<file path="src/common/fetch_macros.svh">
`ifndef FETCH_MACROS_SVH
`define FETCH_MACROS_SVH

// primary opcodes in inst[31:26]
`define BEQ_OP      6'b000100
`define BNE_OP      6'b000101
`define REGIMM_OP   6'b000001   // bltz/bgez and the linking forms
`define BGTZ_OP     6'b000111
`define BLEZ_OP     6'b000110
`define J_OP        6'b000010
`define JAL_OP      6'b000011
`define SPECIAL_OP  6'b000000

// funct codes under SPECIAL in inst[5:0]
`define JR_FUNCT    6'b001000
`define JALR_FUNCT  6'b001001

// predictor tables indexed by pc[7:2]
`define BHT_DEPTH   64

// instruction queue entries as a power of two
`define QUEUE_DEPTH 8

`define RESET_PC    32'hbfc0_0000

`endif
</file>
<file path="src/common/fetch_pkg.sv">
`default_nettype none

package fetch_pkg;

    // instruction or address word
    typedef logic [31:0] word_t;

    // 2-bit saturating direction counter
    typedef logic [1:0] cnt_t;

    // one branch resolution coming back from execute
    typedef struct packed {
        logic  valid;        // execute not stalled this cycle
        word_t pc;
        logic  is_jmp;
        logic  act_taken;
        word_t act_target;
        logic  pred_taken;   // prediction carried down the pipe
        word_t pred_target;
    } ex_resolve_t;

    // one entry of the instruction queue
    typedef struct packed {
        word_t pc;
        word_t inst;
        logic  pred_taken;
        word_t pred_target;
    } fetch_entry_t;

    // delay-slot handling in the fetch controller
    typedef enum logic [1:0] {
        NORMAL,
        FETCH_DS,       // fetching the delay slot of a predicted branch
        FETCH_TARGET    // first pair at the predicted target
    } fetch_state_t;

endpackage

`default_nettype wire

</file>
<file path="src/fetch/pc_gen.sv">
`timescale 1ns/100ps
`default_nettype none

`include "fetch_macros.svh"

module pc_gen (
    input  wire                     clk,
    input  wire                     rst,
    input  wire                     stall,
    input  wire                     flush_req,
    input  wire                     fetch_ena,
    input  wire fetch_pkg::word_t   fetch_target,
    output fetch_pkg::word_t        pc,
    output logic                    pc_valid
);
    import fetch_pkg::*;

    word_t next_pair;

    // next 8-byte block with low bits cleared
    assign next_pair = {pc[31:3] + 29'd1, 3'b000};

    always_ff @(posedge clk) begin
        if (rst) begin
            pc       <= `RESET_PC;
            pc_valid <= 1'b1;
        end else if (flush_req) begin   // mispredict wins over a stall
            pc       <= fetch_target;
            pc_valid <= 1'b0;
        end else if (!pc_valid) begin
            pc_valid <= 1'b1;           // one bubble after the flush while pc holds
        end else if (!stall) begin
            if (fetch_ena) begin
                pc <= fetch_target;
            end else begin
                pc <= next_pair;
            end
        end
    end

endmodule

`default_nettype wire

</file>
<file path="config.mk">
export PLATFORM = sky130hd
export DESIGN_NAME = pc_gen
export DESIGN_NICKNAME = d
export VERILOG_FILES = /design/src/common/fetch_pkg.sv /design/src/fetch/pc_gen.sv
export VERILOG_INCLUDE_DIRS = /design/src /design/src/common
export SDC_FILE = /design/constraint.sdc
export NUM_CORES = 1
export LEC_CHECK = 0
export ABC_CLOCK_PERIOD_IN_PS = 2150
export BUFFER_PORTS_ARGS = -buffer_cell sky130_fd_sc_hd__buf_2
export CORE_AREA = 2 2 69 71
export DETAILED_ROUTE_END_ITERATION = 8
export DIE_AREA = 0 0 71 73
export PLACE_DENSITY_LB_ADDON = 0.08
export RECOVER_POWER = 100
export SLEW_MARGIN = 15
export SYNTH_ARGS = -nofsm -noshare
export SYNTH_HDL_FRONTEND = slang
export SYNTH_SLANG_ARGS = --single-unit
</file>
<file path="constraint.sdc">
create_clock -name clk -period 2.15 [get_ports clk]
set_clock_uncertainty 0.2 [all_clocks]
set_input_delay 0.43 -clock clk [delete_from_list [all_inputs] [get_ports clk]]
set_output_delay 0.43 -clock clk [all_outputs]
set_load 0.1 [all_outputs]
</file>
## Word level (Yosys, flattened, before mapping)

Index checks and enable logic that the tools add are counted.

| word-level totals | value |
|---|---|
| bits in registers | 33 |
| logic and storage cells | 11 |

| cells by class | value |
|---|---|
| equal/unequal tests | 1 |
| add/sub/neg operators | 1 |
| reductions and logical operators | 2 |
| muxes and demuxes | 5 |

Operators by type and width:

| kind | count |
|---|---|
| 32-bit 2-to-1 mux | 4 |
| 29-bit by 1-bit adder with 29-bit output, second input constant | 1 |
| 2-bit by 1-bit != test with 1-bit output, second input constant | 1 |
| 2-bit AND reduction | 1 |
| 2-bit nonzero test | 1 |
| 1-bit 2-to-1 mux | 1 |

## Longest topological paths before layout

| depth | value |
|---|---|
| depth in word-level cells | 5 |
| depth in mapped cells | 8 |
| mapped depth without buffers | 6 |

## Worst setup path before layout

Ideal clock, no wire load.

| timing | value |
|---|---|
| kind | flip-flop to flip-flop |
| start | reg pc[4] |
| end | reg pc[17] |
| period minus slack after synthesis | 2.793 ns |
| buffers on the path | 2 |
| cell stages (with the launch flop) | 9 |
| arrival | 2.526 ns |
| library setup time | 0.067 ns |
| slack | -0.643 ns |
| data required time | 1.883 ns |
| cells stage by stage | dfxtp_1 > ha_1 > and3_1 > buf_2 > nand4_2 > buf_6 > o41ai_2 > nand2_1 > a21oi_2 |

| between the ends | value |
|---|---|
| word-level cells in the longest chain between the ends | 5 |

Ends and longest elaborated chain:

| item | RTL line | text |
|---|---|---|
| start, declared | pc_gen.sv:13 | `output fetch_pkg::word_t pc,` |
| start signal, assigned | pc_gen.sv:25 | `` pc <= `RESET_PC; `` |
| start signal, assigned | pc_gen.sv:28 | `pc <= fetch_target;` |
| start signal, assigned | pc_gen.sv:34 | `pc <= fetch_target;` |
| 29-bit by 1-bit adder with 29-bit output | pc_gen.sv:21 | `assign next_pair = {pc[31:3] + 29'd1, 3'b000};` |
| 32-bit 2-to-1 mux | pc_gen.sv:33 | `if (fetch_ena) begin` |
| 32-bit 2-to-1 mux | pc_gen.sv:32 | `end else if (!stall) begin` |
| 32-bit 2-to-1 mux | pc_gen.sv:30 | `end else if (!pc_valid) begin` |
| 32-bit 2-to-1 mux | pc_gen.sv:27 | `end else if (flush_req) begin` |

Every way passes these cells. The select of a mux whose other input is x is not followed.
A chain may end at the register's enable or synchronous reset.

## Worst setup path in the final report

| timing | value |
|---|---|
| start | in flush_req |
| end | reg pc[7] |

| between the ends | value |
|---|---|
| word-level cells in the longest chain between the ends | 2 |

Ends and longest elaborated chain:

| item | RTL line | text |
|---|---|---|
| start, declared | pc_gen.sv:10 | `input wire flush_req,` |
| 2-bit by 1-bit != test with 1-bit output (no source line) / 2-bit nonzero test (equally long branches) | - |  |
| 2-bit AND reduction (no source line) | - |  |

Several ways; a longest one is shown, not always the timed one.

==> run metrics <==
Row Count 25; Final min period roughly 2000 ps; post-synth cell types between 50 and 60; Clock Tree Buf Depth 2; Starting DRT DRC Count ~150; Synth Warn # 0; Setup crit start flush_req; global-route track usage on met3 0.04282; Reg clk slew, reported paths 70 ps; final hold vios 0; fin nets approximately 390; CP Max Fanout 20; Seq/Total Area, Yosys 0.3054; vias per inst just under 6; P_leak 1.170 nW; top cells by count, synth nand2_1 (38), dfxtp_1 (33), nor2_1 (26); arrival time at the worst endpoint approximately 1900 ps; share of cells above drive strength 1 0.3746; final hold slack 193.0 ps; Synth Area in Adders 0.005784; IO Port Bufs between 60 and 70; Die Height 73 um; CTS Hold Bufs 0; vias in the first global route around 2100; mux cell area share after synthesis 0.03008; # DRC 0; clock root buffer clkbuf_8; Worst Reg2Reg Path Length in Cells 6; DP Worst Slack between 150 and 200 ps; Sink Count 33; total track usage 0.2368; status finished, final reports clean; Seq cells post-synth 33; hold path depth 3; Area Overhead vs Synth 27.41%; CP required 2130 ps; hold path startpoint fetch_target[23]; HP Class in2reg; GP Congestion 0.8524; global routing's busiest layer met2; PD cells between 600 and 700 nW/um^2; Setup TNS Final 0 ps; post-DR wirelength/cell between 10 and 15 um; maximum VDD drop around 0.00031 V; Syn Area/Cell around 7.6 sq um; clock latency on the worst-skew pair 280 ps; initial antenna violation count 0; total CTS buffers 5; ANT cells 0; global routing usage on met1 0.3192; normalized max-slew margin 0.4437; combinational family with the most area after synthesis simple AND/OR/NAND/NOR gates; synthesized area roughly 2200 sq um; Post-Synth Simple-Gate Area 0.3227; Synth Area in Compound Gates 0.2724; period utilization 0.9108; filler instances 457; Mapped Nets between 300 and 400; startpoint types primary input; post-synthesis instance total between 200 and 300; post-synth top area share 0.3054; CTS resizes 0; first-pass GRT wire length between 9000 and 10000 um; Die Wd approximately 71 um; ys async rst share 0; H-tree levels 2; R2R Path Start pc[3]$_SDFFE_PP0P_; grt total ovfl 0; post-synthesis xor/xnor area fraction 0; EDFF count, synth 0; Setup Crit Path Kind in2reg; crit path capture type flop; Area contributors post-synth dfxtp_1 (31%), nand2_1 (6.6%), a21oi_1 (4.6%), nor2_1 (4.5%), o21ai_0 (3.5%); hpwl dp between 4000 and 5000 um; CTS tree done; cell with the most instances after synthesis nand2_1; met2 usage 0.3894; max-slew violations 0; max-cap check violation count 0; fmax between 0.5 and 0.6 GHz; RSZ-0062 raised after global routing no; ys flop type dfxtp_1; core area between 4000 and 5000 sq um; Ports 70; antenna viol nets, final 0; # setup viols final 0; vias ~2400; DIE AREA 5183 sq um; initial core utilization 0.4770; Post-CTS Setup Repair Bufs 0; min setup slack post-route about 190 ps; drt pass-1 iters 4; routed wire length 6005 um; Yosys top cell by area dfxtp_1; largest net degree at the start of global routing 27; Worst-Margin Slew ~830 ps
worst max-delay path, cell delays in order:
cell and delay (ps):
buf_2 160, or2_0 400, clkbuf_2 450, nor2_1 80, a22o_1 190, a22oi_1 170, nor2_1 50
layout by cell type, fill, tap and decap left out, drive strengths merged, types with 3 or more instances in the layout:
cell type,Yosys,final
nand2b,4,4
o41ai,4,4
dfxtp,33,33
nor3,14,14
mux2i,5,5
a21oi,21,21
nand4,8,8
nand3,14,14
a31oi,7,7
and3,5,5
clkbuf,15,44
a21o,8,8
and2,4,4
buf,10,49
nand2,38,38
nor4,6,6
o21ai,16,16
o31ai,5,5
a211oi,4,4
and4,5,5
a22oi,3,3
nor2,26,26
path summary, 6_finish.rpt:
kind	end	slack [ps]
worst min register to register	pc[0]$_SDFFE_PP0P_	250
worst min-delay path	pc[23]$_SDFFE_PP1P_	190
worst max-delay path	pc[7]$_SDFFE_PP0P_	190
worst max register to register	pc[31]$_SDFFE_PP1P_	190
state kept, by name, summed over array words and instances (netlist names):
name / count
pc_valid: 1
pc: 32
cell families (layout without fill, tap and decap cells):
kind of cell | after synthesis | after routing
compound gates | 86 | 86
fa+ha+maj | 1 | 1
simple gates | 132 | 132
flops | 33 | 33
buf+inv | 27 | 97
mux | 6 | 6
layer usage:
metal  share of wire  wire length (um)
met2            0.47              2812
met5               0                 0
met1            0.47              2834
met4          0.0083                50
met3           0.051               308
layout make-up:
cell class,instances,area [sq um],area share
well taps,54,67.56,0.02451
inverters,2,7.507,0.002724
repair buffers,87,493.0,0.1788
clock buffers,6,82.58,0.02996
multi-input cells,225,1364,0.4948
clock inverters,2,8.758,0.003177
flip-flops and latches,33,733.2,0.2660
through the flow:
stage	area (sq um)	instances	utilization	power, mW
floorplan	2268	285	-	1.228
CTS	2801	409	0.6177	1.865
detailed placement	2710	401	0.5975	1.374
global route	2756	409	0.6077	1.938
finish	2756	409	0.6077	1.840
global placement	2710	401	0.5975	1.370
power by group:
part	switching (mW)	internal (mW)	leakage, nW
combinational	0.481	0.152	0.839
sequential	0.0637	0.657	0.282
clock	0.232	0.254	0.0486
total	0.777	1.06	1.17
(Power assumes the default switching activity.)
