$ cat src/common/fetch_macros.svh
`ifndef FETCH_MACROS_SVH
`define FETCH_MACROS_SVH

// primary opcodes in inst[31:26]
`define BEQ_OP      6'b000100
`define BNE_OP      6'b000101
`define REGIMM_OP   6'b000001   // bltz/bgez and the linking forms
`define BGTZ_OP     6'b000111
`define BLEZ_OP     6'b000110
`define J_OP        6'b000010
`define JAL_OP      6'b000011
`define SPECIAL_OP  6'b000000

// funct codes under SPECIAL in inst[5:0]
`define JR_FUNCT    6'b001000
`define JALR_FUNCT  6'b001001

// predictor tables indexed by pc[7:2]
`define BHT_DEPTH   64

// instruction queue entries as a power of two
`define QUEUE_DEPTH 8

`define RESET_PC    32'hbfc0_0000

`endif
$ cat src/common/fetch_pkg.sv
`default_nettype none

package fetch_pkg;

    // instruction or address word
    typedef logic [31:0] word_t;

    // 2-bit saturating direction counter
    typedef logic [1:0] cnt_t;

    // one branch resolution coming back from execute
    typedef struct packed {
        logic  valid;        // execute not stalled this cycle
        word_t pc;
        logic  is_jmp;
        logic  act_taken;
        word_t act_target;
        logic  pred_taken;   // prediction carried down the pipe
        word_t pred_target;
    } ex_resolve_t;

    // one entry of the instruction queue
    typedef struct packed {
        word_t pc;
        word_t inst;
        logic  pred_taken;
        word_t pred_target;
    } fetch_entry_t;

    // delay-slot handling in the fetch controller
    typedef enum logic [1:0] {
        NORMAL,
        FETCH_DS,       // fetching the delay slot of a predicted branch
        FETCH_TARGET    // first pair at the predicted target
    } fetch_state_t;

endpackage

`default_nettype wire

$ cat src/inst_queue.sv
`timescale 1ns/100ps
`default_nettype none

`include "fetch_macros.svh"

module inst_queue (
    input  wire                         clk,
    input  wire                         rst,
    input  wire                         flush,
    input  wire                         w_en_1,
    input  wire                         w_en_2,
    input  wire fetch_pkg::fetch_entry_t w_entry_1,
    input  wire fetch_pkg::fetch_entry_t w_entry_2,
    output fetch_pkg::fetch_entry_t     out_entry,
    output logic                        out_valid,
    input  wire                         out_ready,
    output logic                        queue_stall
);
    import fetch_pkg::*;

    localparam int PTR_W = $clog2(`QUEUE_DEPTH);
    localparam int CNT_W = PTR_W + 1;

    fetch_entry_t     mem [`QUEUE_DEPTH];
    logic [PTR_W-1:0] wr_ptr;
    logic [PTR_W-1:0] rd_ptr;
    logic [CNT_W-1:0] count;
    logic [1:0]       n_wr;
    logic             rd;

    assign n_wr = {1'b0, w_en_1} + {1'b0, w_en_2};
    assign rd   = out_valid & out_ready;

    assign out_entry   = mem[rd_ptr];
    assign out_valid   = (count != '0);
    assign queue_stall = (count > CNT_W'(`QUEUE_DEPTH - 2));  // under two free

    // slot 2 packs behind slot 1, or takes the head if slot 1 is idle
    always_ff @(posedge clk) begin
        if (!flush) begin
            if (w_en_1) begin
                mem[wr_ptr] <= w_entry_1;
            end
            if (w_en_2) begin
                mem[w_en_1 ? wr_ptr + 1'b1 : wr_ptr] <= w_entry_2;
            end
        end
    end

    always_ff @(posedge clk) begin
        if (rst || flush) begin
            wr_ptr <= '0;
            rd_ptr <= '0;
            count  <= '0;
        end else begin
            wr_ptr <= wr_ptr + PTR_W'(n_wr);
            rd_ptr <= rd_ptr + PTR_W'(rd);
            count  <= count + CNT_W'(n_wr) - CNT_W'(rd);
        end
    end

endmodule

`default_nettype wire

$ cat config.mk
export PLATFORM = sky130hd
export DESIGN_NAME = inst_queue
export DESIGN_NICKNAME = d
export VERILOG_FILES = /design/src/common/fetch_pkg.sv /design/src/inst_queue.sv
export VERILOG_INCLUDE_DIRS = /design/src /design/src/common
export SDC_FILE = /design/constraint.sdc
export NUM_CORES = 1
export LEC_CHECK = 0
export BUFFER_PORTS_ARGS = -buffer_cell sky130_fd_sc_hd__buf_2
export CAP_MARGIN = 20
export CELL_PAD_IN_SITES_DETAIL_PLACEMENT = 2
export CELL_PAD_IN_SITES_GLOBAL_PLACEMENT = 2
export CORE_ASPECT_RATIO = 1.1
export CORE_MARGIN = 2
export CORE_UTILIZATION = 45
export CTS_CLUSTER_SIZE = 8
export DETAILED_ROUTE_END_ITERATION = 10
export HOLD_SLACK_MARGIN = 0.02
export MAX_ROUTING_LAYER = met4
export PLACE_DENSITY_LB_ADDON = 0.1
export SLEW_MARGIN = 0
export SYNTH_ARGS = -nofsm -noshare
export SYNTH_HDL_FRONTEND = slang
export SYNTH_SLANG_ARGS = --single-unit
$ cat constraint.sdc
create_clock -name clk -period 10.9 [get_ports clk]
set_input_delay 0.545 -clock clk [delete_from_list [all_inputs] [get_ports clk]]
set_output_delay 0.545 -clock clk [all_outputs]
set_load 0.01 [all_outputs]
### Yosys cells after proc, flatten, opt, wreduce, memory -nomap -nowiden

Memories as Yosys holds them, arrays and structs flattened. A register that Yosys moved wholly into a read port is not among the register bits.
Index checks and enable logic that the tools add are counted.

| operators by class | value |
|---|---|
| add/sub/neg operators | 6 |
| $lt $le $gt $ge | 1 |
| muxes and demuxes | 8 |
| bitwise logic cells | 1 |
| reductions and logical operators | 2 |

Operators with widths:

| cell | number |
|---|---|
| 2-to-1 mux 1 bit | 6 |
| 2-to-1 mux 3 bit | 2 |
| adder 4 x 2 -> 4 bit | 1 |
| > comparator 4 x 3 -> 1 bit (second input constant) | 1 |
| nonzero test 4 bit | 1 |
| subtractor 4 x 1 -> 4 bit | 1 |
| adder 3 x 1 -> 3 bit | 1 |
| adder 3 x 1 -> 3 bit (second input constant) | 1 |
| adder 3 x 2 -> 3 bit | 1 |
| adder 1 x 1 -> 2 bit | 1 |
| bitwise AND 1 bit | 1 |
| logical OR 1 bit | 1 |

| storage, ports and cells | value |
|---|---|
| bits in registers | 10 |
| bits in writable memories | 776 |
| bits of input ports | 200 |
| output and inout bits | 99 |
| logic and storage cells | 22 |
| memories kept | 1 |

Memories:

| memory | depth | bits a word | rd ports | clocked after memory_dff | wr ports | RTL line | source |
|---|---|---|---|---|---|---|---|
| mem | 8 | 97 | 1 | 1 | 2 | inst_queue.sv:24 | `` fetch_entry_t mem [`QUEUE_DEPTH]; `` |

### Longest topological paths before layout

| logic depth | value |
|---|---|
| depth after elaboration | 4 |
| mapped depth | 11 |
| mapped depth without buffers | 11 |

### Worst setup path before layout

OpenSTA, ideal clock, no wires.

| path | value |
|---|---|
| kind | in2reg |
| start | input port w_en_1 |
| end | memory mem[6][0] (netlist name) (enable) |
| library setup time | 0.687 ns |
| arrival | 7.995 ns |
| required time | 10.213 ns |
| setup slack | 2.219 ns |
| stages on the path | 3 |
| buffers on the path | 1 |
| cell sequence | buf_4 -> or3b_2 -> o21ai_0 |

RTL lines:

| what | RTL line | source |
|---|---|---|
| start: declaration | inst_queue.sv:10 | `input wire w_en_1,` |
| end: declaration | inst_queue.sv:24 |  |

==> summary.txt <==
STA
  • Final Max Slew Viols: 0
  • Clock Skew: 0.0151 ns
  • Endpoints failing setup: 0
  • RSZ-0062 raised after global routing: false
  • Achievable clock frequency: 250 MHz
  • Final TNS setup: 0 ns
  • Tcrit/Tclk final: 36.7%
  • Hold Vio Cnt, Final: 0
  • Tmin final: 4.00 ns
  • Max transition margin: 30.7%
  • Worst-Margin Slew: 1.04 ns

Detailed routing
  • Drt pass-1 iters: 5
  • Via count: 21.3k
  • Detailed Route WL: 115 mm
  • DR iter-0 viols: 1,406
  • Average wire per standard cell: 32.1 µm
  • Post-route ant nets: 0
  • Via/cell ratio: 5.94
  • Drt drc: 0

Setup path
  • R2r startpoint: wr_ptr[1]$_SDFF_PP0_
  • Setup crit start kind: flop
  • Critical path launch point: wr_ptr[1]$_SDFF_PP0_
  • Worst Path Max Fanout: 43
  • Data required time of the worst path: 11.18 ns
  • Critical path capture point type: flop
  • CP arrival: 4.27 ns
  • Crit Path Class: reg2reg
  • Reg2reg setup slack: 6.90 ns

Clocking
  • Clock latency at the later pin of the worst-skew pair: 0.67 ns
  • Total CTS buffers: 108
  • Cts hold-fix bufs: 0
  • CTS tree: yes
  • Setup bufs post-CTS: 0
  • Sink Count: 786
  • CTS clk-pin slew, worst paths: 0.05 ns
  • Maximum root-to-sink buffer count: 3
  • CTS H-tree lvls: 3
  • Post-CTS resize count: 0
  • Clock root buffer: clkbuf_16

Logic synthesis
  • Synth Register Bits: 786
  • Post-synthesis cell count: 2,082
  • Top cell type's share of synthesized area: 59.5%
  • Mean area per synthesized cell: 18.8 µm²
  • Cell Area, Synth: 39,200 µm²
  • Synth area leader: edfxtp_1
  • Sequential area share after synthesis: 60.0%
  • Post-synthesis cell type count: 42
  • Synth top area cells: edfxtp_1 60%, mux2_2 25%, mux4_2 11%
  • Mapped Nets: 2,296
  • Syn. warnings: 0
  • Ys flop type: edfxtp_1
  • Asr flop ratio synth: 0%
  • Number of flops mapped to enable cells by yosys: 776

Min path
  • HP Class: in2reg
  • Hold path start: rst

Die
  • I/O pins: 299
  • Core area: 86,200 µm²
  • Die X: 285 µm
  • Die Ht: 313 µm
  • Num rows: 113
  • Initial Utilization: 45.4%
  • Die area: 89,400 µm²

Placed design
  • Detailed placement HPWL: 64.4 mm
  • Cells after DPL: 3,431
  • Cell Area, Placed: 41,900 µm²
  • Final GP Congestion: 0.741
  • Port bufs: 298

Global route
  • Total track usage: 26.9%
  • Largest net degree at the start of global routing: 98
  • Vias in the first global route: 24.7k
  • GRT overflow: 0
  • First-pass GRT wire length: 169 mm
  • Initial antenna violation count: 36

Cells and area
  • Most common cell after layout, fill and taps aside: mux2_2
  • Finished Layout Cells: 3,589
  • Area Overhead vs Synth: 14.5%
  • Number of nets in the layout: 2,606
  • Design Area, Final: 44,800 µm²
  • Most frequent cells in the layout: 855 x mux2_2, 776 x edfxtp_1, 298 x buf_2, 194 x mux4_2, 110 x clkbuf_16
  • Layout cells sized above 1: 63.5%
  • Post-layout util: 52.0%

Outcome
  • Status: finished clean

Power and ir drop
  • VDD IR max: 0.120 mV
  • Pwr Total: 7.18 mW
  • Pleak: 14.5 nW
  • Power Dens Cells: 160 nW/µm²

Flow run
  • Max Cap Viol: 0
worst max-delay path: stages, from the launching register on:
cell and delay [ns]:
dfxtp_1 0.42, ha_1 0.42, nand3_1 0.11, o21ai_1 0.20, nor3b_2 0.36, o21bai_4 0.43, buf_4 0.74, buf_4 0.83
power breakdown:
part | switching (mW) | total, mW | internal [mW] | leakage, nW
logic | 0.376 | 0.738 | 0.362 | 6.00
registers | 0.0303 | 3.44 | 3.41 | 7.12
clock network | 1.23 | 3.00 | 1.77 | 1.39
cell type report:
| cell class | instances | area, µm² |
|---|---|---|
| fillers | 7588 | 41400 |
| flip-flops and latches | 786 | 23500 |
| multi-input cells | 1146 | 15000 |
| clock buffers | 121 | 2790 |
| repair buffers | 340 | 1920 |
| well taps | 1150 | 1440 |
| diodes | 30 | 75.1 |
| clock inverters | 6 | 58.8 |
| inverters | 10 | 37.5 |
through the flow:
step / hold WS, ns / worst slack (ns)
2_1_floorplan: 0.549 / 2.22
3_3_place_gp: 0.623 / 6.49
3_5_place_dp: 0.646 / 6.63
4_1_cts: 0.204 / 6.67
5_1_grt: 0.252 / 6.64
6_report: 0.246 / 6.90
flip-flops by register name (all words and copies together) (netlist names):
name and count:
wr_ptr 3, rd_ptr 3, mem 776, count 4
final timing paths:
check                           cells past startpoint              endpoint
worst max register to register                      7  mem[2][86]$_DFFE_PP_
worst max-delay path                                7  mem[2][86]$_DFFE_PP_
worst min register to register                      2   count[0]$_SDFF_PP0_
worst min-delay path                                3  rd_ptr[0]$_SDFF_PP0_
logic make-up (layout without fill, tap and decap cells):
family,Yosys count,count (layout),share of synthesized area [%]
other,0,30,0
XOR/XNOR,6,6,0.182
multiplexers,1069,1069,36.3
flip-flops,786,786,60.0
AO/OA/AOI/OAI,15,15,0.262
buffers and inverters,150,477,2.03
AND/OR/NAND/NOR,42,42,0.674
adder cells (fa/ha/maj),14,14,0.486
layer usage:
| metal | track usage (%) | up-vias | part of all wire [%] |
|---|---|---|---|
| li1 | - | 9182 | - |
| met1 | 33.6 | 11500 | 41 |
| met2 | 45.5 | 557 | 51 |
| met3 | 4.86 | 136 | 5.6 |
| met4 | 6.22 | 0 | 1.7 |
| met5 | - | - | 0 |
synthesized netlist by cell type (3+ instances only):
cell      count
edfxtp_1    776
buf_1         6
nand2_1       5
mux2_1       19
o21bai_1      5
nand2b_1      5
ha_1         12
inv_1        10
mux2_2      855
nor2_1        8
buf_4        19
mux4_2      194
xnor2_1       3
buf_6         9
buf_2        74
clkbuf_1     32
dfxtp_1      10
and2_1        6
Power figures use the tool's default switching activity.
